File: src/common/rename_pkg.sv
package rename_pkg;

    localparam int num_slots = 128;  // free ring depth.
    localparam int num_arch  = 32;

    typedef logic [7:0] phys_tag_t;
    typedef logic [4:0] arch_reg_t;
    typedef logic [2:0] page_t;

    // ring slot, also the checkpoint copy index.
    typedef logic [6:0] slot_t;

    typedef enum logic [1:0] {
        ckpt_idle,
        ckpt_save,
        ckpt_restore
    } ckpt_state_t;

endpackage
File: src/free_list/free_list.sv
module free_list import rename_pkg::*; (
    input  logic      clk,
    input  logic      rst_n,
    input  logic      flush,
    input  logic      alloc,
    input  phys_tag_t free_tag,
    input  logic      copy_restore,
    input  slot_t     copy_slot,
    input  phys_tag_t restore_tag,
    input  slot_t     restore_head,
    output phys_tag_t head_tag,
    output phys_tag_t slot_tag,
    output slot_t     head,
    output phys_tag_t new_tag
);

    phys_tag_t ring [num_slots];

    assign head_tag = ring[head];
    assign slot_tag = ring[copy_slot];  // checkpoint save path.

    // ring always holds the tags that are not mapped.
    always_ff @(posedge clk) begin
        if (!rst_n || flush) begin
            for (int i = 0; i < num_slots; i++) begin
                ring[i] <= phys_tag_t'(num_arch + i);
            end
            head <= '0;
        end else if (copy_restore) begin
            ring[copy_slot] <= restore_tag;
            if (copy_slot == '0) begin
                head <= restore_head;  // head travels with slot 0.
            end
        end else if (alloc) begin
            ring[head] <= free_tag;  // freed tag reuses the slot just read.
            head       <= head + 1'b1;
        end
    end

    always_ff @(posedge clk) begin
        if (alloc) begin
            new_tag <= ring[head];
        end
    end

    // the ring is rewritten slot by slot, a rename would tear it.
    a_no_alloc_restore: assert property (
        @(posedge clk) disable iff (!rst_n) !(alloc && copy_restore)
    ) else $error("alloc during restore walk");

endmodule

File: config.mk
export PLATFORM = sky130hd
export DESIGN_NAME = free_list
export DESIGN_NICKNAME = d
export VERILOG_FILES = /design/src/common/rename_pkg.sv /design/src/free_list/free_list.sv
export SDC_FILE = /design/constraint.sdc
export NUM_CORES = 2
export LEC_CHECK = 0
export ABC_AREA = 0
export BUFFER_PORTS_ARGS = -buffer_cell sky130_fd_sc_hd__buf_4
export CORE_ASPECT_RATIO = 0.6
export CORE_MARGIN = 5
export CORE_UTILIZATION = 55
export DETAILED_ROUTE_END_ITERATION = 16
export PLACE_DENSITY = 0.71
export SLEW_MARGIN = 20
export SYNTH_ARGS = -nofsm -noshare
export SYNTH_HDL_FRONTEND = slang
export SYNTH_SLANG_ARGS = --single-unit
File: constraint.sdc
create_clock -name clk -period 3.25 [get_ports clk]
set_clock_uncertainty 0.05 [all_clocks]
set_input_delay 0.1625 -clock clk [delete_from_list [all_inputs] [get_ports clk]]
set_output_delay 0.1625 -clock clk [all_outputs]
set_load 0.01 [all_outputs]
After elaboration in Yosys (flattened, before gate mapping)
Memory sizes are Yosys's and may differ from the RTL's. A register that Yosys moved wholly into a read port is not among the register bits.
Index checks and enable logic that the tools add are counted.
Operators by class
  $add $sub $neg: 1
  eq/ne operators: 1
  muxes and demuxes: 20
  reductions and logical operators: 7
Operators by type and width (count)
  $mux W7: 7
  $mux W8: 2
  $reduce_or A8 Y1: 2
  $mux W1: 11
  $add A7 B1 Y7 const B: 1
  $logic_not A7 Y1: 1
  $ne A2 B1 Y1 const B: 1
  $reduce_and A2 Y1: 1
  $reduce_bool A2 Y1: 1
  $logic_not A1 Y1: 1
  $logic_or A1 B1 Y1: 1
Storage, ports and cells
  bits in registers: 15
  memory bits (writable): 1024
  input bits: 35
  output and inout port bits: 31
  word-level logic and storage cells: 32
  memories: 1
Memories
  ring: words 128, width 8, read ports 2, clocked after memory_dff 1, wr ports 128, line free_list.sv:17  | phys_tag_t ring [num_slots];

Logic depth before layout (Yosys ltp)
  word-level depth: 7
  gate-level depth with buffers: 12
  depth with buffers taken out: 6

Worst setup path after synthesis
Ideal clock, no wire load.
  path kind: register -> register
  from: reg (tool-made name)
  to: reg new_tag[0], read port of ring, data pin
  arrival: 2.466 ns
  data required time: 2.902 ns
  setup slack: 0.436 ns
  cell stages (with the launch flop): 9
  clock period less this slack: 2.814 ns
  path through: dfxtp_1 -> clkbuf_1 -> buf_6 -> buf_2 -> buf_2 -> mux4_2 -> mux2i_1 -> a221oi_1 -> or4_1
RTL lines
  end, declared: line free_list.sv:14  | output phys_tag_t new_tag

==> results.md <==
* Violated checks: setup timing
* Worst R2R Setup Slack at 0.25 ns
* Hold_ws at 0.02270 ns
* Sw Share at 0.2598
* Slew of the pin with the lowest slew margin at 0.9694 ns
* Main synth FF type: edfxtp_1
* Final setup margin at -0.5232 ns
* Largest net degree at the start of global routing at 91
* DR iter-0 viols at 8724
* Fin crit share at 1.161
* Post-synth top area cell: edfxtp_1
* Clk buf depth at 3
* Routability cong. at 1.067
* Synth cell count leaders: 1032 x edfxtp_1, 834 x nand2_1, 756 x nor2_1
* Fmax at 265.0 MHz
* Crit path arrival time at 3.56 ns
* Area grow syn2layout at 18.87%
* I/O pin cnt at 66
* Setup TNS at -4.594 ns
* Core area at 0.09833 mm²
* All-Layer GR Usage at 0.3994
* Die Ht at 253.8 µm
* Synthesized net count at 4084
* Synthesized area at 0.05449 mm²
* Final number of hold-violating endpoints at 0
* MaxCap Viol Count at 0
* CTS tree: done
* Nets at 4410
* CTS Buf Count at 95
* Max Slew Vio Count at 0
* Starting Density at 0.5542
* Cell variety after synth at 56
* # rows at 89
* Syn_area_per_cell at 13.46 µm²
* Data required, critical path at 3.04 ns
* Status: finished with violations
* Period minus WS final at 3.773 ns
* GR Overflow Total at 0
* ANT nets after route at 0
* CTS root buf: clkbuf_16
* CTS sink count at 1046
* Post-synthesis sequential area ratio at 0.5739
* EDFF count, synth at 1032
* Worst-path clk slew at 0.07 ns
* RSZ-0062 raised after global routing: yes
* Vias in the first global route at 39140
* Dpl hpwl at 150.2 mm
* FFs w/ async S/R, synth at 0
* Nature of the critical path startpoint: flip-flop
* Pwr Density at 479.9 mW/mm²
* Top cell type's share of synthesized area at 0.5687
* First-pass GRT wire length at 296.3 mm
* Die Wd at 416.3 µm
* Drt via density at 7.378
* Synth area leaders: edfxtp_1 57%, mux4_2 20%, nand2_1 5.7%, nor2_1 5.2%, mux2i_1 2.0%
* Critical path class: flip-flop to primary output
* Yosys reg bits at 1046
* DRT Pass-1 Iters at 7
* Wirelength, routed at 213.3 mm
* Total die area at 0.1057 mm²
* Initial antenna violation count at 14
* Lkg Pwr at 0.02075 µW
* Port-buffer cells at 65
* Max VDD drop at 0.0004459 V
* Internal Power at 23010 µW
* Setup violators final at 11
* Worst-Skew Late Latency at 0.73 ns
* Most numerous cell in the Yosys netlist: edfxtp_1
* Sw Pwr at 8074 µW
* CP Capture Type: primary output
* CP max FO at 6
* Logic gate share of total power at 0.120
* Seq pwr share at 0.500
* Layout cells sized above 1 at 0.3184
* Clk pwr share at 0.380
* Vias at 42860
* Hold Crit Class: input port to flip-flop
* CTS H-tree depth at 3
* Yosys warns at 0
* DRC at 0
* Routed wire per std cell at 36.72 µm
* Mapped Cells at 4048
* Post-Place Worst Slack at -0.1884 ns
* Slew margin rel. at 0.3538
[logic make-up after synthesis]
group | share of synthesized area
fa+ha+maj | 0.0002296
mux | 0.2391
simple gates | 0.1257
compound gates | 0.03226
buf+inv | 0.02882
flops | 0.5739
[flip-flops by register name, indices dropped and copies added, names as in the netlist, named ones only]
name / count
ring: 1024
head: 7
new_tag: 8
[path summary, 6_finish.rpt]
check | depth (start not counted) | start | to
max | 11 | flip-flop | head_tag[0]
min | 4 | free_tag[3] | ring[60][3]
max reg2reg | 9 | flip-flop | new_tag[4]
min reg2reg | 2 | head[1] | flip-flop
[metal layers]
metal / wire length (µm) / track usage / vias to the layer above
li1: - / - / 16060
met1: 74080 / 0.5587 / 21110
met2: 78010 / 0.4766 / 4947
met3: 50840 / 0.2841 / 723
met4: 9835 / 0.1427 / 24
met5: 514 / 0.004460 / -
[power by group through the flow]
stage / registers [µW] / logic (µW) / clock network, µW
floorplan: 15600 / 1760 / 0
global placement: 15800 / 3210 / 0
detailed placement: 15800 / 3230 / 0
CTS: 15500 / 3450 / 11700
global route: 15500 / 3730 / 12300
finish: 15600 / 3720 / 11800
[placed cells by master (no fill, tap or decap), types with 21 or more instances in the layout]
cell / n
a21oi_1: 21
a221oi_2: 22
buf_12: 74
buf_4: 409
buf_6: 31
clkbuf_16: 96
diode_2: 36
dlygate4sd3_1: 26
edfxtp_1: 1032
mux2_2: 63
mux2i_1: 83
mux4_2: 494
nand2_1: 834
nand3_1: 21
nor2_1: 736
nor2_2: 21
o22ai_1: 48
o22ai_2: 34
or3_1: 32
[layout make-up]
| cell class | instances | area (µm²) |
|---|---|---|
| Antenna cell | 36 | 90.09 |
| Clock buffer | 114 | 2500 |
| Clock inverter | 63 | 660.6 |
| Fill cell | 6835 | 33560 |
| Inverter | 4 | 17.52 |
| Multi-Input combinational cell | 2664 | 22830 |
| Sequential cell | 1046 | 31280 |
| Tap cell | 1319 | 1650 |
| Timing Repair Buffer | 563 | 5734 |
[critical path: stages (launching register included)]
cell and delay, ns:
dfxtp_4 0.40, buf_12 0.18, buf_12 0.15, buf_8 0.14, buf_6 0.12, mux4_2 0.50, o22ai_2 0.22, buf_6 0.17
or3_1 0.13, a221oi_2 0.05, or4_4 0.60, buf_6 0.15
[per-stage QoR]
| step | cells | cell area (µm²) | utilization | total power [µW] |
|---|---|---|---|---|
| finish | 5809 | 64770 | 0.6587 | 31080 |
| global route | 5773 | 64680 | 0.6578 | 31590 |
| CTS | 5771 | 64300 | 0.6539 | 30650 |
| detailed placement | 5538 | 59400 | 0.6041 | 19010 |
| global placement | 5538 | 59400 | 0.6041 | 18980 |
| floorplan | 4048 | 54490 | - | 17340 |
[repair_timing]
item,CTS,global route
endpoints found under the setup margin,22,16
gates resized for setup,170,74
buffers inserted,31,4
hold buffers,26,0
pin swaps,33,22
hold endpoints to repair,147,0
gates cloned,11,0
No activity file was read; power rests on OpenSTA's default activity.
