==> config.mk <==
export PLATFORM = sky130hd
export DESIGN_NAME = rename_map
export DESIGN_NICKNAME = d
export VERILOG_FILES = /design/src/common/rename_pkg.sv /design/src/verilog/rename_map.sv
export SDC_FILE = /design/constraint.sdc
export NUM_CORES = 1
export LEC_CHECK = 0
export BUFFER_PORTS_ARGS = -buffer_cell sky130_fd_sc_hd__buf_2
export CORE_ASPECT_RATIO = 2
export CORE_MARGIN = 2
export CORE_UTILIZATION = 28
export CTS_CLUSTER_DIAMETER = 50
export DETAILED_ROUTE_END_ITERATION = 6
export PLACE_DENSITY_LB_ADDON = 0.2
export SYNTH_ARGS = -nofsm -noshare
export SYNTH_HDL_FRONTEND = slang
export SYNTH_SLANG_ARGS = --single-unit
==> constraint.sdc <==
create_clock -name clk -period 3.5 [get_ports clk]
set_input_delay 0.525 -clock clk [delete_from_list [all_inputs] [get_ports clk]]
set_output_delay 0.525 -clock clk [all_outputs]
set_load 0.005 [all_outputs]
==> src/common/rename_pkg.sv <==
package rename_pkg;

    localparam int num_slots = 128;  // free ring depth.
    localparam int num_arch  = 32;

    typedef logic [7:0] phys_tag_t;
    typedef logic [4:0] arch_reg_t;
    typedef logic [2:0] page_t;

    // ring slot, also the checkpoint copy index.
    typedef logic [6:0] slot_t;

    typedef enum logic [1:0] {
        ckpt_idle,
        ckpt_save,
        ckpt_restore
    } ckpt_state_t;

endpackage
==> src/verilog/rename_map.sv <==
module rename_map import rename_pkg::*; (
    input  logic      clk,
    input  logic      rst_n,
    input  logic      flush,
    input  logic      alloc,
    input  arch_reg_t arch_dst,
    input  phys_tag_t new_alloc_tag,
    input  logic      copy_restore,
    input  slot_t     copy_slot,
    input  phys_tag_t restore_map_tag,
    output phys_tag_t cur_tag,
    output phys_tag_t map_slot_tag,
    output phys_tag_t old_tag
);

    phys_tag_t map [num_arch];

    logic      map_slot;
    arch_reg_t map_idx;

    assign map_slot = (copy_slot < slot_t'(num_arch));
    assign map_idx  = arch_reg_t'(copy_slot);

    assign cur_tag      = map[arch_dst];  // becomes the freed tag.
    assign map_slot_tag = map[map_idx];

    always_ff @(posedge clk) begin
        if (!rst_n || flush) begin
            for (int r = 0; r < num_arch; r++) begin
                map[r] <= phys_tag_t'(r);  // identity map.
            end
        end else if (copy_restore) begin
            if (map_slot) begin
                map[map_idx] <= restore_map_tag;
            end
        end else if (alloc) begin
            map[arch_dst] <= new_alloc_tag;
        end
    end

    always_ff @(posedge clk) begin
        if (alloc) begin
            old_tag <= cur_tag;
        end
    end

endmodule

* After elaboration in Yosys (flattened, before gate mapping)
Memories as Yosys holds them, arrays and structs flattened.
Index checks and enable logic that the tools add are counted.
** Storage, ports and cells
- Bits in writable memories :: 256
- Memories :: 1
- Output and inout bits :: 24
- Word-level logic and storage cells :: 23
- Bits in read-only memories :: 0
- Bits in latches :: 0
- Bits in registers :: 8
** Cells by class
- Order comparisons :: 1
- $add $sub $neg :: 0
- Divide/modulo/power cells :: 0
- Multiplexer cells :: 16
- Reduce and logical (&&, ||, !) cells :: 4
- Bitwise gates (word level) :: 0
- Shift-type cells :: 0
- Multiply operators :: 0
- Eq/ne operators :: 0
** Memory list
- map :: words 32, width 8, rd ports 2, clocked after Yosys merged registers in 0, write ports 32, line rename_map.sv:16 : phys_tag_t map [num_arch];
** Operator list (number)
- $mux W8 :: 2
- $reduce_or A8 Y1 :: 2
- $mux W1 :: 12
- $mux W5 :: 2
- $lt A7 B6 Y1 const B :: 1
- $logic_not A1 Y1 :: 1
- $logic_or A1 B1 Y1 :: 1

* Longest topological paths before layout
- Word-level depth :: 8
- Gate-level depth with buffers :: 7
- Depth with buffers taken out :: 4

* Worst setup path before layout
No wires, ideal clock.
- Kind :: in2reg
- Start point :: in flush
- End point :: mem map[11][0] in the netlist's numbering, enable pin
- Path slack :: 0.717 ns
- Setup time :: 0.384 ns
- Stages on the path :: 6
- Arrival time :: 2.399 ns
- Cell sequence :: and4bb_1 > buf_6 > mux2i_1 > nand2_1 > clkbuf_1 > o21ai_0
** RTL lines
- start, declared :: line rename_map.sv:4 : input logic flush,
- end, declared :: line rename_map.sv:16

* Worst setup path in the final report
- Start point :: in arch_dst[0]
- End point :: out cur_tag[1]
** On the way
- Word-level cells in the longest chain between the ends :: 1
** Ends and longest elaborated chain
- start, declared :: line rename_map.sv:6 : input arch_reg_t arch_dst,
- $mem_v2 Z32 W8
- end, declared :: line rename_map.sv:11 : output phys_tag_t cur_tag,
No other way between the ends.

==> flow_summary.yaml <==
outcome:
  status: "completed"
clocking:
  htreeDepth: 1
  clockBufferDepth: 3
  cts_tree: "built"
  numCtsBuffers: 24
  post-cts-setup-buffer-count: 0
  post_cts_hold_buffer_count: 0
  clock_sinks: 264
  cts_root_buffer: "clkbuf_16"
  clock_latency_ns: 0.55
  clkTransAtPathRegs_ns: 0.07
  cts_resized: 0
critical_path:
  timing.rr.start: "map[12][5]$_SDFFCE_PN0P_"
  worstPathArrival_ns: 2.68
  cp_max_fo: 22
  required_ns: 2.97
  crit_start: "arch_dst[0]"
  r2r_cells: 3
  r2r_setup_slack_ns: 1.40
  crit_type: "in2out"
  crit_path_end: "cur_tag[1]"
  cp-start-kind: "input port"
  r2r-end: "old_tag[5]$_DFFE_PP_"
  end_kind: "output pin"
drt:
  wire_per_inst_um: 31.40
  routed_wl_mm: 52.03
  vias: 9095
  drt_iter0_drc: 600
  viasPerCell: 5.489
  drcViolationCount: 0
  postRouteAntennaNets: 0
  first_pass_iters: 7
synth:
  netlist_instances: 893
  syn_nets: 926
  yosysSeqAreaShare_pct: 55.40
  yosysUniqueCellTypes: 30
  ys_seq_elements: 264
  syn_area_um2: 14310
  syn_area_per_cell_um2: 16.02
  yosys_warnings: 0
flow_run:
  max-cap-violations: 0
floorplan:
  initial_utilization_pct: 28.25
  die_w_um: 163.8
  dieArea_um2: 53040
  ios: 57
  num_rows: 117
  die_y_um: 323.7
  fp.coreArea_um2: 50650
placement:
  postPlaceCellArea_um2: 16070
  dpl_worst_slack_ns: 0.06733
  globalplace.congestion: 0.8041
  dp_hpwl_mm: 37.76
  portBuffers: 56
final_layout:
  antenna_cells: 0
  layout_common_cells: "edfxtp_1, nor3_1, mux4_2, buf_4, nand3_1"
  drive_above_1_share_pct: 43.57
  fin_util_pct: 33.28
  nNetsFinal: 1019
  final_common_cell: "edfxtp_1"
  syn_to_final_growth_pct: 17.79
  fillers: 4993
  finalInstanceArea_um2: 16850
hold_path:
  hp-start: "alloc"
  min_path_type: "in2reg"
grt:
  grt_pass1_wl_mm: 73.88
  gr-total-overflow: 0
  grt_use_total_pct: 20.01
  antenna_found_initial: 1
  grt_max_degree: 36
  grt_pass1_vias: 9902
sta:
  hold_viol_final: 0
  tns_ns: 0
  max-slew-margin-rel_pct: 46.01
  clock_skew_ns: 0.008461
  worst_pin_slew_ns: 0.8099
  fin_crit_sh_pct: 91.47
  setup_ws_ns: 0.2987
  setup_viol: 0
  drv_slew: 0
  finalCriticalPeriod_ns: 3.201
  rsz0062_at_grt: "no"
  fmax_mhz: 312.4
power_and_ir_drop:
  p_per_area_nw_per_um2: 453.9
  ir_drop_v: 0.0003057
  leakage_nw: 5.309
worst min-delay path by stage:
| stage | slack (ns) | endpoint | cells past startpoint |
|---|---|---|---|
| 6_report | 0.37 | old_tag[1]$_DFFE_PP_ | 2 |
| 4_1_cts | 0.36 | old_tag[5]$_DFFE_PP_ | 2 |
| 5_1_grt | 0.38 | old_tag[5]$_DFFE_PP_ | 2 |
| 3_5_place_dp | 0.92 | old_tag[2] | 1 |
| 2_1_floorplan | 0.64 | old_tag[0]$_DFFE_PP_ | 0 |
| 3_3_place_gp | 0.92 | old_tag[0] | 1 |
registers in the layout, summed over array words and instances, names as in the netlist:
| name | cells |
|---|---|
| map | 256 |
| old_tag | 8 |
critical path, stage by stage:
cell and delay [ns]:
buf_4 0.29, buf_12 0.27, mux4_2 0.58, mux4_2 0.54, mux2_2 0.31, buf_2 0.14
cells in the mapped netlist:
library cell	number	area (um^2)
buf_1	9	33.78
nand2_1	1	3.750
buf_2	38	190.2
or2_1	1	6.260
mux4_2	160	3603
nand4_4	3	63.81
mux2i_4	3	67.56
nor2b_1	4	25.02
clkbuf_1	60	225.2
nor4_2	4	50.05
edfxtp_1	264	7928
nor3b_1	1	7.510
mux2_2	17	191.4
o21ai_0	7	35.03
mux2i_1	10	100.1
nand4_1	1	6.260
buf_4	2	15.01
o21a_1	1	7.510
nand4_2	4	50.05
nand3_1	80	400.4
and2_1	1	6.260
nand2b_1	2	12.51
and4bb_1	1	12.51
nor3_2	5	50.05
mux2_4	2	30.03
nor4_4	4	85.08
nor3_1	171	855.8
nor2_1	1	3.750
buf_6	10	112.6
o21ai_1	26	130.1
cell type report:
cell class	count	area [um^2]	share of cell area, %
Sequential cell	264	7928	47.03
Clock inverter	13	143.9	0.8537
Clock buffer	30	644.4	3.823
Tap cell	654	818.3	4.855
Multi-Input combinational cell	510	5917	35.11
Timing Repair Buffer	186	1404	8.329
layer usage:
metal | up-vias | share of wire [%] | global-route usage [%]
met3 | 111 | 3.6 | 1.892
met4 | 2 | 6.3 | 11.11
met5 | - | 0.025 | 0
li1 | 3896 | - | -
met1 | 4788 | 32 | 19.84
met2 | 298 | 58 | 39.65
through the flow:
| step | std cells | total power (W) | hold WS (ns) |
|---|---|---|---|
| 3_3_place_gp | 1614 | 0.004947 | 0.9207 |
| 4_1_cts | 1657 | 0.007719 | 0.3583 |
| 2_1_floorplan | 893 | 0.004430 | 0.6375 |
| 5_1_grt | 1657 | 0.007878 | 0.3775 |
| 3_5_place_dp | 1614 | 0.004960 | 0.9197 |
| 6_report | 1657 | 0.007650 | 0.3664 |
cell families (layout without fill, tap and decap cells):
| group | after synthesis | after routing | share of synthesized area, % |
|---|---|---|---|
| AND/OR/NAND/NOR | 284 | 284 | 11.46 |
| flip-flops | 264 | 264 | 55.40 |
| multiplexers | 192 | 192 | 27.90 |
| buffers and inverters | 119 | 229 | 4.031 |
| AO/OA/AOI/OAI | 34 | 34 | 1.207 |
power by group:
part	internal [W]	total (W)	switching [W]
clock network	0.00153	0.00278	0.00125
logic	0.000500	0.00114	0.000638
registers	0.00364	0.00373	0.0000890
Note: power is estimated with default switching activity, not from simulation.
