[config.mk]
export PLATFORM = sky130hd
export DESIGN_NAME = rename_ctrl
export DESIGN_NICKNAME = d
export VERILOG_FILES = /design/src/common/rename_pkg.sv /design/src/verilog/rename_ctrl.sv
export SDC_FILE = /design/constraint.sdc
export NUM_CORES = 1
export LEC_CHECK = 0
export BUFFER_PORTS_ARGS = -buffer_cell sky130_fd_sc_hd__buf_2
export CORE_MARGIN = 1
export CORE_UTILIZATION = 44
export DETAILED_ROUTE_END_ITERATION = 8
export PLACE_DENSITY_LB_ADDON = 0.25
export SYNTH_ARGS = -nofsm -noshare
export SYNTH_HDL_FRONTEND = slang
export SYNTH_SLANG_ARGS = --single-unit
[constraint.sdc]
create_clock -name clk -period 1.8 [get_ports clk]
set_clock_uncertainty 0.2 [all_clocks]
set_input_delay 0 -clock clk [delete_from_list [all_inputs] [get_ports clk]]
set_output_delay 0 -clock clk [all_outputs]
set_load 0.03 [all_outputs]
[src/common/rename_pkg.sv]
package rename_pkg;

    localparam int num_slots = 128;  // free ring depth.
    localparam int num_arch  = 32;

    typedef logic [7:0] phys_tag_t;
    typedef logic [4:0] arch_reg_t;
    typedef logic [2:0] page_t;

    // ring slot, also the checkpoint copy index.
    typedef logic [6:0] slot_t;

    typedef enum logic [1:0] {
        ckpt_idle,
        ckpt_save,
        ckpt_restore
    } ckpt_state_t;

endpackage
[src/verilog/rename_ctrl.sv]
module rename_ctrl import rename_pkg::*; #(
    parameter int num_pages = 8
) (
    input  logic  clk,
    input  logic  rst_n,
    input  logic  rename_en,
    input  logic  exception,
    input  logic  mret,
    input  logic  save_state,
    input  logic  restore_state,
    input  page_t save_page,
    input  page_t restore_page,
    output logic  alloc,
    output logic  flush,
    output logic  copy_save,
    output logic  copy_restore,
    output slot_t copy_slot,
    output page_t copy_page,
    output logic  busy,
    output logic  tag_valid
);

    ckpt_state_t state;
    logic        save_ok;
    logic        restore_ok;
    logic        last_slot;

    assign flush      = exception | mret;
    assign restore_ok = restore_state && (int'(restore_page) < num_pages);
    assign save_ok    = save_state && (int'(save_page) < num_pages);
    assign last_slot  = (copy_slot == slot_t'(num_slots - 1));

    assign busy         = (state != ckpt_idle);
    assign copy_save    = (state == ckpt_save);
    assign copy_restore = (state == ckpt_restore);

    // a restore in the same cycle wins over the rename.
    assign alloc = rename_en && !busy && !flush && !restore_ok;

    always_ff @(posedge clk) begin
        if (!rst_n) begin
            state     <= ckpt_idle;
            copy_slot <= '0;
            copy_page <= '0;
            tag_valid <= 1'b0;
        end else begin
            tag_valid <= alloc;  // tags come out of the datapath a cycle later.
            if (flush) begin
                state     <= ckpt_idle;  // aborts any walk.
                copy_slot <= '0;
            end else begin
                case (state)
                    ckpt_idle: begin
                        if (restore_ok) begin
                            state     <= ckpt_restore;
                            copy_page <= restore_page;
                        end else if (save_ok) begin
                            state     <= ckpt_save;
                            copy_page <= save_page;
                        end
                    end
                    default: begin
                        copy_slot <= copy_slot + 1'b1;  // wraps to 0 after the last slot.
                        if (last_slot) begin
                            state <= ckpt_idle;
                        end
                    end
                endcase
            end
        end
    end

    // every walk starts from slot 0.
    a_idle_slot_zero: assert property (
        @(posedge clk) disable iff (!rst_n) !busy |-> (copy_slot == '0)
    ) else $error("copy_slot not at 0 while idle");

    a_slot_idle: assert property (
        @(posedge clk) disable iff (!rst_n)
        (copy_slot != $past(copy_slot)) |-> ($past(state) != ckpt_idle)
    ) else $error("copy_slot moved while idle");

endmodule

[Yosys cells after proc, flatten, opt, wreduce, memory -nomap -nowiden]
Index checks and enable logic that the tools add are counted.
Storage, ports and cells
  flip-flop bits (word level): 13
  input bits: 13
  output and inout port bits: 16
  logic and storage cells: 31
Operators by class
  $add $sub $neg: 1
  equal/unequal tests: 4
  muxes and demuxes: 6
  bitwise gates (word level): 3
  reduce and logical (&&, ||, !) cells: 13
Operator list (count)
  2-bit 2-to-1 mux: 4
  7-bit by 1-bit adder with 7-bit output (second input constant): 1
  7-bit == test (second input constant): 1
  3-bit 2-to-1 mux: 2
  2-bit nonzero test: 3
  1-bit logical AND: 3
  1-bit zero test: 3
  3-bit != test (second input constant): 1
  3-bit AND reduction: 1
  2-bit by 1-bit == test with 1-bit output (second input constant): 1
  2-bit == test (second input constant): 1
  2-bit zero test: 1
  1-bit NOT: 2
  2-bit AND reduction: 1
  2-bit OR reduction: 1
  1-bit bitwise OR: 1

[Depth between registers and ports, before layout]
Gate-level depths: netlist of the first run.
  depth in word-level cells: 5
  depth in mapped cells: 5
  mapped depth without buffers: 4

[Worst setup path before layout of the first run]
Ideal clock, no wire load.
  kind: register -> register
  start point: reg copy_slot[0]
  end point: reg copy_slot[6]
  setup time: 0.071 ns
  arrival: 1.290 ns
  required time: 1.529 ns
  slack: 0.239 ns
  stages on the path, launching flop included: 5
  path buffers: 0
  period minus slack after synthesis: 1.561 ns
  path through: dfxtp_1 -> ha_1 -> nand2_1 -> or3_1 -> a21oi_1
On the way
  cells in the longest elaborated chain, start to end: 1
Ends and longest elaborated chain
  start, declared: line rename_ctrl.sv:17  | output slot_t copy_slot,
  start signal, assigned: line rename_ctrl.sv:63  | copy_slot <= copy_slot + 1'b1;
  7-bit by 1-bit adder with 7-bit output: line rename_ctrl.sv:63
Every way passes these cells.
A chain may end at the register's enable or synchronous reset.

[Worst setup path after layout of the first run]
  start point: in restore_state
  end point: reg copy_page[0]
On the way
  cells in the longest elaborated chain, start to end: 2
  elaborated cells on any way between the ends: 3
  those cells by class: 1 x mux; 2 x reduce/logical
Ends and longest elaborated chain
  start, declared: line rename_ctrl.sv:10  | input logic restore_state,
  2-bit nonzero test (no source line)
  3-bit AND reduction (no source line)
  end signal, assigned: line rename_ctrl.sv:56  | copy_page <= restore_page;
  end signal, assigned: line rename_ctrl.sv:59  | copy_page <= save_page;
  end, declared: line rename_ctrl.sv:18  | output page_t copy_page,
Several ways; a longest one is shown, not always the timed one.

==> impl_results.md, run 1 <==
- Outcome: finished, final reports clean
- Total clock sinks: 13
- Setup TNS: 0 ps
- Commonest non-fill, non-tap cell in the layout: buf_2
- Hold depth: 3
- Nets: about 130
- Synthesis-to-finish area growth: 43.7%
- Post-placement cell count: 110
- Switching part of the total power: 0.274
- EDFF count, synth: 0
- TritonCTS clock tree: built
- Die Y: about 40 um
- Cell variety after synth: 25
- Final hold viol count: 0
- Post-synthesis cell count: 70
- Most frequent cells in the layout: 28 x buf_2, 13 x dfxtp_1, 11 x dlygate4sd3_1, 9 x a21oi_1, 6 x nand2_1
- Placement Rows: 13
- Post-synthesis sequential area ratio: 0.413
- Clock Root Buffer: clkbuf_4
- Die Width: between 30 and 40 um
- Hold Path Origin: save_state
- Crit path max-delay family: buffers and inverters
- WP data arrival: 1660 ps
- DRT antenna net count: 0
- Reg power frac: 0.509
- Placeable Area: about 1300 um2
- Clk slew on worst S/H paths: ~90 ps
- Hold Slack: 52.6 ps
- Max Slew Vio Count: 0
- CP Capture Type: flop
- Clock group share of total power: 0.319
- Post-synth ARST share: 0
- PD cells: ~650 nW/um2
- FF/Latch Area: roughly 260 um2
- Via-to-Cell Ratio: approximately 5.3
- Startpoint Class: input pin
- Final WS setup: around 140 ps
- Pre-CTS WS: about 250 ps
- Worst path cell trace: dlygate4sd3_1 > buf_2 > mux2i_1 > dlygate4sd3_1 > a311oi_1
- Htree depth: 1
- P_sw: roughly 0.16 mW
- Final Setup Violations: 0
- Worst-Skew Late Latency: approximately 290 ps
- Post-Route WL: 1630 um
- Most frequent CP cell: dlygate4sd3_1
- Final instance area: roughly 910 um2
- RSZ-0062 raised after global routing: no
- Worst Hold End: copy_page[2]
- Initial core utilization: 0.479
- Dpl hpwl: around 1100 um
- Post-synthesis sequential element count: 13
- Vias in the first global route: approximately 590
- Critical path peak fanout: 7
- Post-Syn Area: 631 um2
- Final Total Pwr: slightly below 0.6 mW
- CP Data Required Time: ~1800 ps
- Share of cells above drive strength 1: 0.309
- R2R Path Start: state[1]
- Logic pwr share: 0.173
- R2R depth: 3
- Fmax: 0.602 GHz
- Layout Cells excl Fill: approximately 130
- Peak VDD IR: just over 0.5 mV
- Slowest-stage cell, CP: dlygate4sd3_1
- Synth warnings: 0
- Period minus WS final: approximately 1700 ps
- Leakage power: 0.405 nW
- Grt ovf: 0
- Setup bufs post-CTS: 0
- Mean Syn Cell Area: roughly 9 um2
- Top FF cell, synth: dfxtp_1
- Worst R2R End: copy_slot[5]
- Crit path kind: input pin to flop
- Core Util, Final: 0.688
- 1st-iter DRT viols: 9
- ANT cells: 0
- Maxcap violations: 0
- Die area: approximately 1600 um2
- Final worst-path cycle share: 0.923
- CP max stage delay: around 570 ps
- TritonCTS buffer count: 3
- Via count: 662
- Placed cell area: around 770 um2
- Internal power: about 0.43 mW
- DRC: 0
- Mapped Nets: 84
- All-Layer GR Usage: 0.247
- IO Pins: 29
- First-pass GRT wire length: 2460 um
- GPL Wtd Cong: around 0.77
- Footprint of the multi-input gates: about 330 um2
- Antenna violations before repair: 0
- TritonRoute pass-1 iters: 4
- Slew headroom: 0.733
- Largest net degree at the start of global routing: 10
- CP Buf/Inv Count: 3
- Worst-Margin Slew: slightly below 400 ps
- Longest Clk Path Bufs: 2
- Fillers: 111
- Worst Hold Class: input pin to flop
- WL/cell: 13.0 um
- Flop-to-flop setup slack: 210 ps
- Port bufs: 28
worst max path at each step:
stage / slack (ps) / to / from / cells past startpoint
floorplan: 240 / copy_slot[6] / copy_slot[0] / 4
CTS: 170 / copy_page[0] / restore_state / 5
global route: 100 / copy_slot[5] / state[1] / 3
detailed placement: 250 / copy_slot[6] / state[1] / 3
global placement: 310 / copy_slot[6] / state[1] / 3
finish: 140 / copy_page[0] / restore_state / 5
per-layer routing:
| metal | wire (um) | global-route usage |
|---|---|---|
| met4 | 31 | 0.138 |
| met1 | 690 | 0.290 |
| met2 | 827 | 0.385 |
| met5 | 0 | 0 |
| met3 | 80 | 0.0852 |
worst min-delay path: stages:
cell and delay (ps):
buf_2 70, or2_0 290, a311oi_1 140
cell type report:
type	instances	area share
clock buffers	4	0.0290
well taps	15	0.0207
repair buffers	40	0.285
multi-input cells	49	0.362
flip-flops and latches	13	0.287
inverters	4	0.0166
registers in the layout, indices dropped and copies added, names as in the netlist:
name       flops
copy_slot      7
copy_page      3
state          2
tag_valid      1
power groups by stage:
| stage | clock network, mW | registers, mW | logic, mW |
|---|---|---|---|
| after global placement | 0 | 0.307 | 0.0782 |
| after floorplan | 0 | 0.314 | 0.0446 |
| after detailed placement | 0 | 0.307 | 0.0798 |
| after global routing | 0.207 | 0.301 | 0.110 |
| final | 0.188 | 0.301 | 0.102 |
| after CTS | 0.195 | 0.301 | 0.100 |
cell families (layout without fill, tap and decap cells):
kind of cell	after synthesis	count (layout)	share of synthesized area
and+or+nand+nor	21	21	0.196
muxes	3	3	0.0476
DFF	13	13	0.413
AOI/OAI and AO/OA	21	21	0.214
adders and majority gates	1	1	0.0198
xor gates and xnor gates	3	3	0.0417
buffers and inverters	8	48	0.0674
Yosys cell counts, types with 2 or more instances:
cell,count,area [um2]
o31ai_1,2,15.0
mux2i_1,3,30.0
dfxtp_1,13,260
xor2_1,2,17.5
a21oi_1,9,45.0
or3_1,3,18.8
nand2_1,6,22.5
a311oi_1,3,26.3
nor2_1,5,18.8
o21ai_0,5,25.0
inv_1,4,15.0
nor2b_1,2,12.5
timing repair:
item | in CTS | in global routing
gates resized for setup | 0 | 0
hold buffers | 11 | 0
endpoints found under the hold margin | 11 | 0
No activity file was read; power rests on OpenSTA's default activity.
==> run 2, diff against run 1 <==
--- a/config.mk
+++ b/config.mk
@@ -6,8 +6,11 @@
 export NUM_CORES = 1
 export LEC_CHECK = 0
 export BUFFER_PORTS_ARGS = -buffer_cell sky130_fd_sc_hd__buf_2
+export CELL_PAD_IN_SITES_DETAIL_PLACEMENT = 0
+export CELL_PAD_IN_SITES_GLOBAL_PLACEMENT = 1
+export CORE_ASPECT_RATIO = 1.4
 export CORE_MARGIN = 1
-export CORE_UTILIZATION = 44
+export CORE_UTILIZATION = 31
 export DETAILED_ROUTE_END_ITERATION = 8
 export PLACE_DENSITY_LB_ADDON = 0.25
 export SYNTH_ARGS = -nofsm -noshare
==> run 2 against run 1 <==
Against the previous run: design area shrank 0.14%; largest power group unchanged; first-iteration DRC count is the same; via count shrank 2.7%; largest cell class unchanged; fmax grew 0.39%; cell count grew 3.2%; combinational power is essentially flat; critical endpoint is now alloc.
==> impl_results.md, run 2 (synthesis gave the netlist of run 1 again) <==
- Synthesis-to-finish area growth: 43.5% (was 43.7%)
- Initial core utilization: 0.341 (was 0.479)
- IO Pins: 29 (unchanged)
- Most frequent cells in the layout: 28 x buf_2, 13 x dfxtp_1, 11 x dlygate4sd3_1, 9 x a21oi_1, 6 x nand2_1 (unchanged)
- Via-to-Cell Ratio: 4.99 (was 5.30)
- Total clock sinks: 13 (unchanged)
- Worst Hold Class: input pin to flop (unchanged)
- Peak VDD IR: 0.326 mV (was 0.507 mV)
- Port bufs: 28 (unchanged)
- Setup TNS: 0 ps (unchanged)
- Die area: 2220 um2 (was 1590 um2)
- Crit path kind: flop to output pin (was input pin to flop)
- Die Width: 40.1 um (was 39.9 um)
- Logic pwr share: 0.173 (about the same)
- Placed cell area: 768 um2 (was 769 um2)
- Placement Rows: 18 (was 13)
- Htree depth: 1 (unchanged)
- Critical path peak fanout: 9 (was 7)
- Slew headroom: 0.752 (was 0.733)
- Final worst-path cycle share: 0.920 (was 0.923)
- Switching part of the total power: 0.260 (was 0.274)
- Clk slew on worst S/H paths: 80 ps (was 90 ps)
- Clock Root Buffer: clkbuf_4 (unchanged)
- Startpoint Class: flop (was input pin)
- PD cells: 638 nW/um2 (was 653 nW/um2)
- Period minus WS final: 1660 ps (about the same)
- Commonest non-fill, non-tap cell in the layout: buf_2 (unchanged)
- Final WS setup: 145 ps (was 138 ps)
- Placeable Area: 1850 um2 (was 1320 um2)
- Share of cells above drive strength 1: 0.303 (was 0.309)
- First-pass GRT wire length: 2490 um (was 2460 um)
- RSZ-0062 raised after global routing: no (unchanged)
- TritonCTS buffer count: 3 (unchanged)
- Worst R2R End: copy_slot[5] (unchanged)
- Final hold viol count: 0 (unchanged)
- Critical path endpoint: alloc (was copy_page[0])
- Flop-to-flop setup slack: 250 ps (was 210 ps)
- Worst-Skew Late Latency: 270 ps (was 290 ps)
- Final Setup Violations: 0 (unchanged)
- Pre-CTS WS: 271 ps (was 254 ps)
- DRT antenna net count: 0 (unchanged)
- Fmax: 0.604 GHz (was 0.602 GHz)
- Final instance area: 905 um2 (was 906 um2)
- Outcome: finished, final reports clean (unchanged)
- P_sw: 0.150 mW (was 0.162 mW)
- Antenna violations before repair: 0 (unchanged)
- Maxcap violations: 0 (unchanged)
- Vias in the first global route: 600 (was 586)
- Fillers: 194 (was 111)
- Longest Clk Path Bufs: 2 (unchanged)
- Hold Slack: 94.6 ps (was 52.6 ps)
- Post-placement cell count: 114 (was 110)
- Number of flip-flops under the largest register name: 7 (unchanged)
- Largest reg by FF count: copy_slot (unchanged)
- Max Slew Vio Count: 0 (unchanged)
- Final Total Pwr: 0.578 mW (was 0.591 mW)
- Reg power frac: 0.520 (was 0.509)
- 1st-iter DRT viols: 9 (unchanged)
- Via count: 644 (was 662)
- Nets: 124 (was 125)
- CP Data Required Time: 1600 ps (was 1800 ps)
- DRC: 0 (unchanged)
- TritonCTS clock tree: built (unchanged)
- Core Util, Final: 0.490 (was 0.688)
- ANT cells: 0 (unchanged)
- WL/cell: 11.9 um (was 13.0 um)
- Hold depth: 3 (unchanged)
- Crit. Startpoint: state[1] (was restore_state)
- Largest net degree at the start of global routing: 10 (unchanged)
- TritonRoute pass-1 iters: 3 (was 4)
- Grt ovf: 0 (unchanged)
- WP data arrival: 1460 ps (was 1660 ps)
- Layout Cells excl Fill: 129 (was 125)
- R2R Path Start: state[1] (unchanged)
- Setup bufs post-CTS: 0 (unchanged)
- Leakage power: 0.401 nW (was 0.405 nW)
- Clock group share of total power: 0.308 (was 0.319)
- Dpl hpwl: 1040 um (was 1050 um)
- CP Capture Type: output pin (was flop)
- Biggest regs: copy_slot (7), copy_page (3), state (2) (unchanged)
- GPL Wtd Cong: 0.698 (was 0.772)
- Post-Route WL: 1530 um (was 1630 um)
- Worst-Margin Slew: 370 ps (was 398 ps)
- Internal power: 0.427 mW (was 0.429 mW)
- All-Layer GR Usage: 0.160 (was 0.247)
- Die Y: 55.4 um (was 39.9 um)
- R2R depth: 3 (unchanged)
==> run 2: cell types whose count changed in the layout (fill, tap and decap cells not counted), sizes merged <==
cell,delta
buf,-1
==> run 2: routing by layer <==
layer | up-vias | share of wire | global-route usage
li1 | 327 | - | -
met1 | 298 | 0.41 | 0.165
met2 | 17 | 0.55 | 0.272
met3 | 2 | 0.031 | 0.0361
met4 | 0 | 0.0092 | 0.0887
met5 | - | 0 | 0
==> run 2: critical path, stage by stage (launching register included) <==
cell     delay [ps]
dfxtp_1         410
nor2_1          320
and4b_1         250
buf_2           200
==> run 2: power by group through the flow <==
stage                     registers [mW]  clock network (mW)  logic [mW]
after detailed placement           0.307                   0      0.0784
after global placement             0.307                   0      0.0777
final                              0.300               0.178      0.0998
after CTS                          0.300               0.187      0.0988
after global routing               0.301               0.203       0.109
after floorplan                    0.314                   0      0.0446
==> run 2: how the worst min path moves through the flow <==
stage | startpoint | endpoint | slack (ps)
2_1_floorplan | rst_n | tag_valid | -80
3_3_place_gp | rst_n | tag_valid | 40
3_5_place_dp | rst_n | tag_valid | 40
4_1_cts | save_state | copy_page[2] | 80
5_1_grt | save_state | copy_page[2] | 180
6_report | save_state | copy_page[0] | 90
==> run 2: cell type report <==
class	count	area, um2	share of cell area
multi-input cells	49	328	0.362
flip-flops and latches	13	260	0.288
repair buffers	39	250	0.277
clock buffers	4	26.3	0.0290
well taps	20	25.0	0.0277
inverters	4	15.0	0.0166
==> run 2: repair_timing <==
item                                   4_1_cts  5_1_grt
resized for setup                            0        0
hold buffers                                11        0
endpoints found under the hold margin        6        0
setup endpoints to repair                    0        0
==> run 3, diff against run 2 <==
==> constraint.sdc (replaced) <==
create_clock -name clk -period 1.65 [get_ports clk]
set_clock_uncertainty 0.2 [all_clocks]
set_input_delay 0 -clock clk [delete_from_list [all_inputs] [get_ports clk]]
set_output_delay 0 -clock clk [all_outputs]
set_load 0.03 [all_outputs]
==> run 3 against run 2 <==
Against the previous run: register-to-register slack worse by 60 ps; global-route usage shrank 1.2 points; core utilization grew 0.54 points; hold slack got worse by 18 ps; sequential power rose by 9.0%; critical endpoint is now copy_page[1].
==> impl_results.md, run 3 (synthesis gave the netlist of run 1 again) <==
- Outcome: finished, final reports clean (unchanged)
- Die area: 2220 um2 (unchanged)
- Antenna violations before repair: 0 (unchanged)
- RSZ-0062 raised after global routing: no (unchanged)
- Synthesis-to-finish area growth: 45.0% (was 43.5%)
- Fmax: between 0.6 and 0.7 GHz
- Via-to-Cell Ratio: 4.88 (was 4.99)
- Die Width: 40.1 um (unchanged)
- GPL Wtd Cong: 0.696 (was 0.698)
- DRC: 0 (unchanged)
- Crit path kind: input pin to flop (was flop to output pin)
- Worst Hold Class: input pin to flop (unchanged)
- Placeable Area: 1850 um2 (unchanged)
- Final Setup Violations: 0 (unchanged)
- Final hold viol count: 0 (unchanged)
- Hold Slack: 76.8 ps (was 94.6 ps)
- Clock Root Buffer: clkbuf_4 (unchanged)
- DRT antenna net count: 0 (unchanged)
- TritonCTS clock tree: built (unchanged)
- Biggest regs: copy_slot (7), copy_page (3), state (2) (unchanged)
- First-pass GRT wire length: 2370 um (was 2490 um)
- CP Data Required Time: 1620 ps (was 1600 ps)
- Grt ovf: 0 (unchanged)
- Startpoint Class: input pin (was flop)
- Die Y: 55.4 um (unchanged)
- Max Slew Vio Count: 0 (unchanged)
- Total clock sinks: 13 (unchanged)
- Setup TNS: 0 ps (unchanged)
- IO Pins: 29 (unchanged)
- 1st-iter DRT viols: 9 (unchanged)
- All-Layer GR Usage: 0.148 (was 0.160)
- Slew headroom: 0.770 (was 0.752)
- Most frequent cells in the layout: 28 x buf_2, 11 x dfxtp_1, 11 x dlygate4sd3_1, 9 x a21oi_1, 6 x nand2_1 (was 28 x buf_2, 13 x dfxtp_1, 11 x dlygate4sd3_1, 9 x a21oi_1, 6 x nand2_1)
- Port bufs: 28 (unchanged)
- Number of flip-flops under the largest register name: 7 (unchanged)
- Share of cells above drive strength 1: 0.327 (was 0.303)
- Longest Clk Path Bufs: 2 (unchanged)
- Period minus WS final: 1520 ps
- Initial core utilization: 0.341 (unchanged)
- WP data arrival: 1500 ps (was 1460 ps)
- Worst-Skew Late Latency: 270 ps (about the same)
- Peak VDD IR: 0.408 mV (was 0.326 mV)
- Leakage power: 0.406 nW (was 0.401 nW)
- Placement Rows: 18 (unchanged)
- Dpl hpwl: 1030 um (was 1040 um)
- Final worst-path cycle share: 0.923
- CP Capture Type: flop (was output pin)
- WL/cell: 11.2 um (was 11.9 um)
- TritonRoute pass-1 iters: 4 (was 3)
- Post-Route WL: 1450 um (was 1530 um)
- Htree depth: 1 (unchanged)
- Maxcap violations: 0 (unchanged)
- ANT cells: 0 (unchanged)
- Nets: 125 (was 124)
- TritonCTS buffer count: 3 (unchanged)
- Commonest non-fill, non-tap cell in the layout: buf_2 (unchanged)
- Vias in the first global route: 608 (was 600)
- Largest net degree at the start of global routing: 10 (unchanged)
- Via count: 635 (was 644)
- Largest reg by FF count: copy_slot (unchanged)
- Worst-Margin Slew: 342 ps (was 370 ps)
- Clk slew on worst S/H paths: 80 ps (about the same)
- Critical path peak fanout: 1 (was 9)
- PD cells: 689 nW/um2 (was 638 nW/um2)
## run 3: cell types whose count changed in the layout (fill, tap and decap cells not counted)
cell and change:
buf_4 +1, dfxtp_1 -2, dfxtp_2 +2
## run 3: final cells by class
class                   count  area (um2)
repair buffers             40         258
well taps                  20        25.0
inverters                   4        15.0
fillers                   189         932
clock buffers               4        26.3
flip-flops and latches     13         263
multi-input cells          49         328
## run 3: stage by stage
stage | power, mW | setup slack [ps] | utilization | instance area, um2 | instances
6_report | 0.631 | 127 | 0.495 | 915 | 130
5_1_grt | 0.670 | 62.8 | 0.495 | 915 | 130
4_1_cts | 0.638 | 28.6 | 0.494 | 912 | 130
3_5_place_dp | 0.422 | 112 | 0.420 | 776 | 115
3_3_place_gp | 0.422 | 144 | 0.420 | 776 | 115
2_1_floorplan | 0.391 | 88.7 | - | 631 | 70
## run 3: where the power goes
group	switching (mW)	internal, mW	total [mW]
clock network	0.0999	0.0934	0.193
registers	0.00656	0.321	0.327
logic	0.0562	0.0537	0.110
total	0.163	0.468	0.631
## run 3: final timing paths
path	from	endpoint	slack (ps)	cells after the start
min	save_state	copy_page[0]	80	3
max	save_page[1]	copy_page[1]	130	5
max reg2reg	state[1]	copy_page[1]	190	3
min reg2reg	copy_slot[1]	copy_slot[1]	290	2
## run 3: layer usage
| metal | vias to the layer above | routed length [um] | track usage |
|---|---|---|---|
| met5 | - | 0 | 0 |
| met4 | 0 | 14 | 0.0739 |
| met3 | 2 | 56 | 0.0281 |
| met2 | 17 | 762 | 0.247 |
| met1 | 289 | 619 | 0.165 |
| li1 | 327 | - | - |
## run 3: timing repair
action,CTS,global route
endpoints found under the hold margin,6,0
buffers inserted,0,0
hold buffers,11,0
gates resized for setup,0,2
endpoints found under the setup margin,0,3
## run 3: critical path: stages
cell	delay (ps)
dlygate4sd3_1	520
buf_2	90
mux2i_1	50
dlygate4sd3_1	560
a311oi_1	270
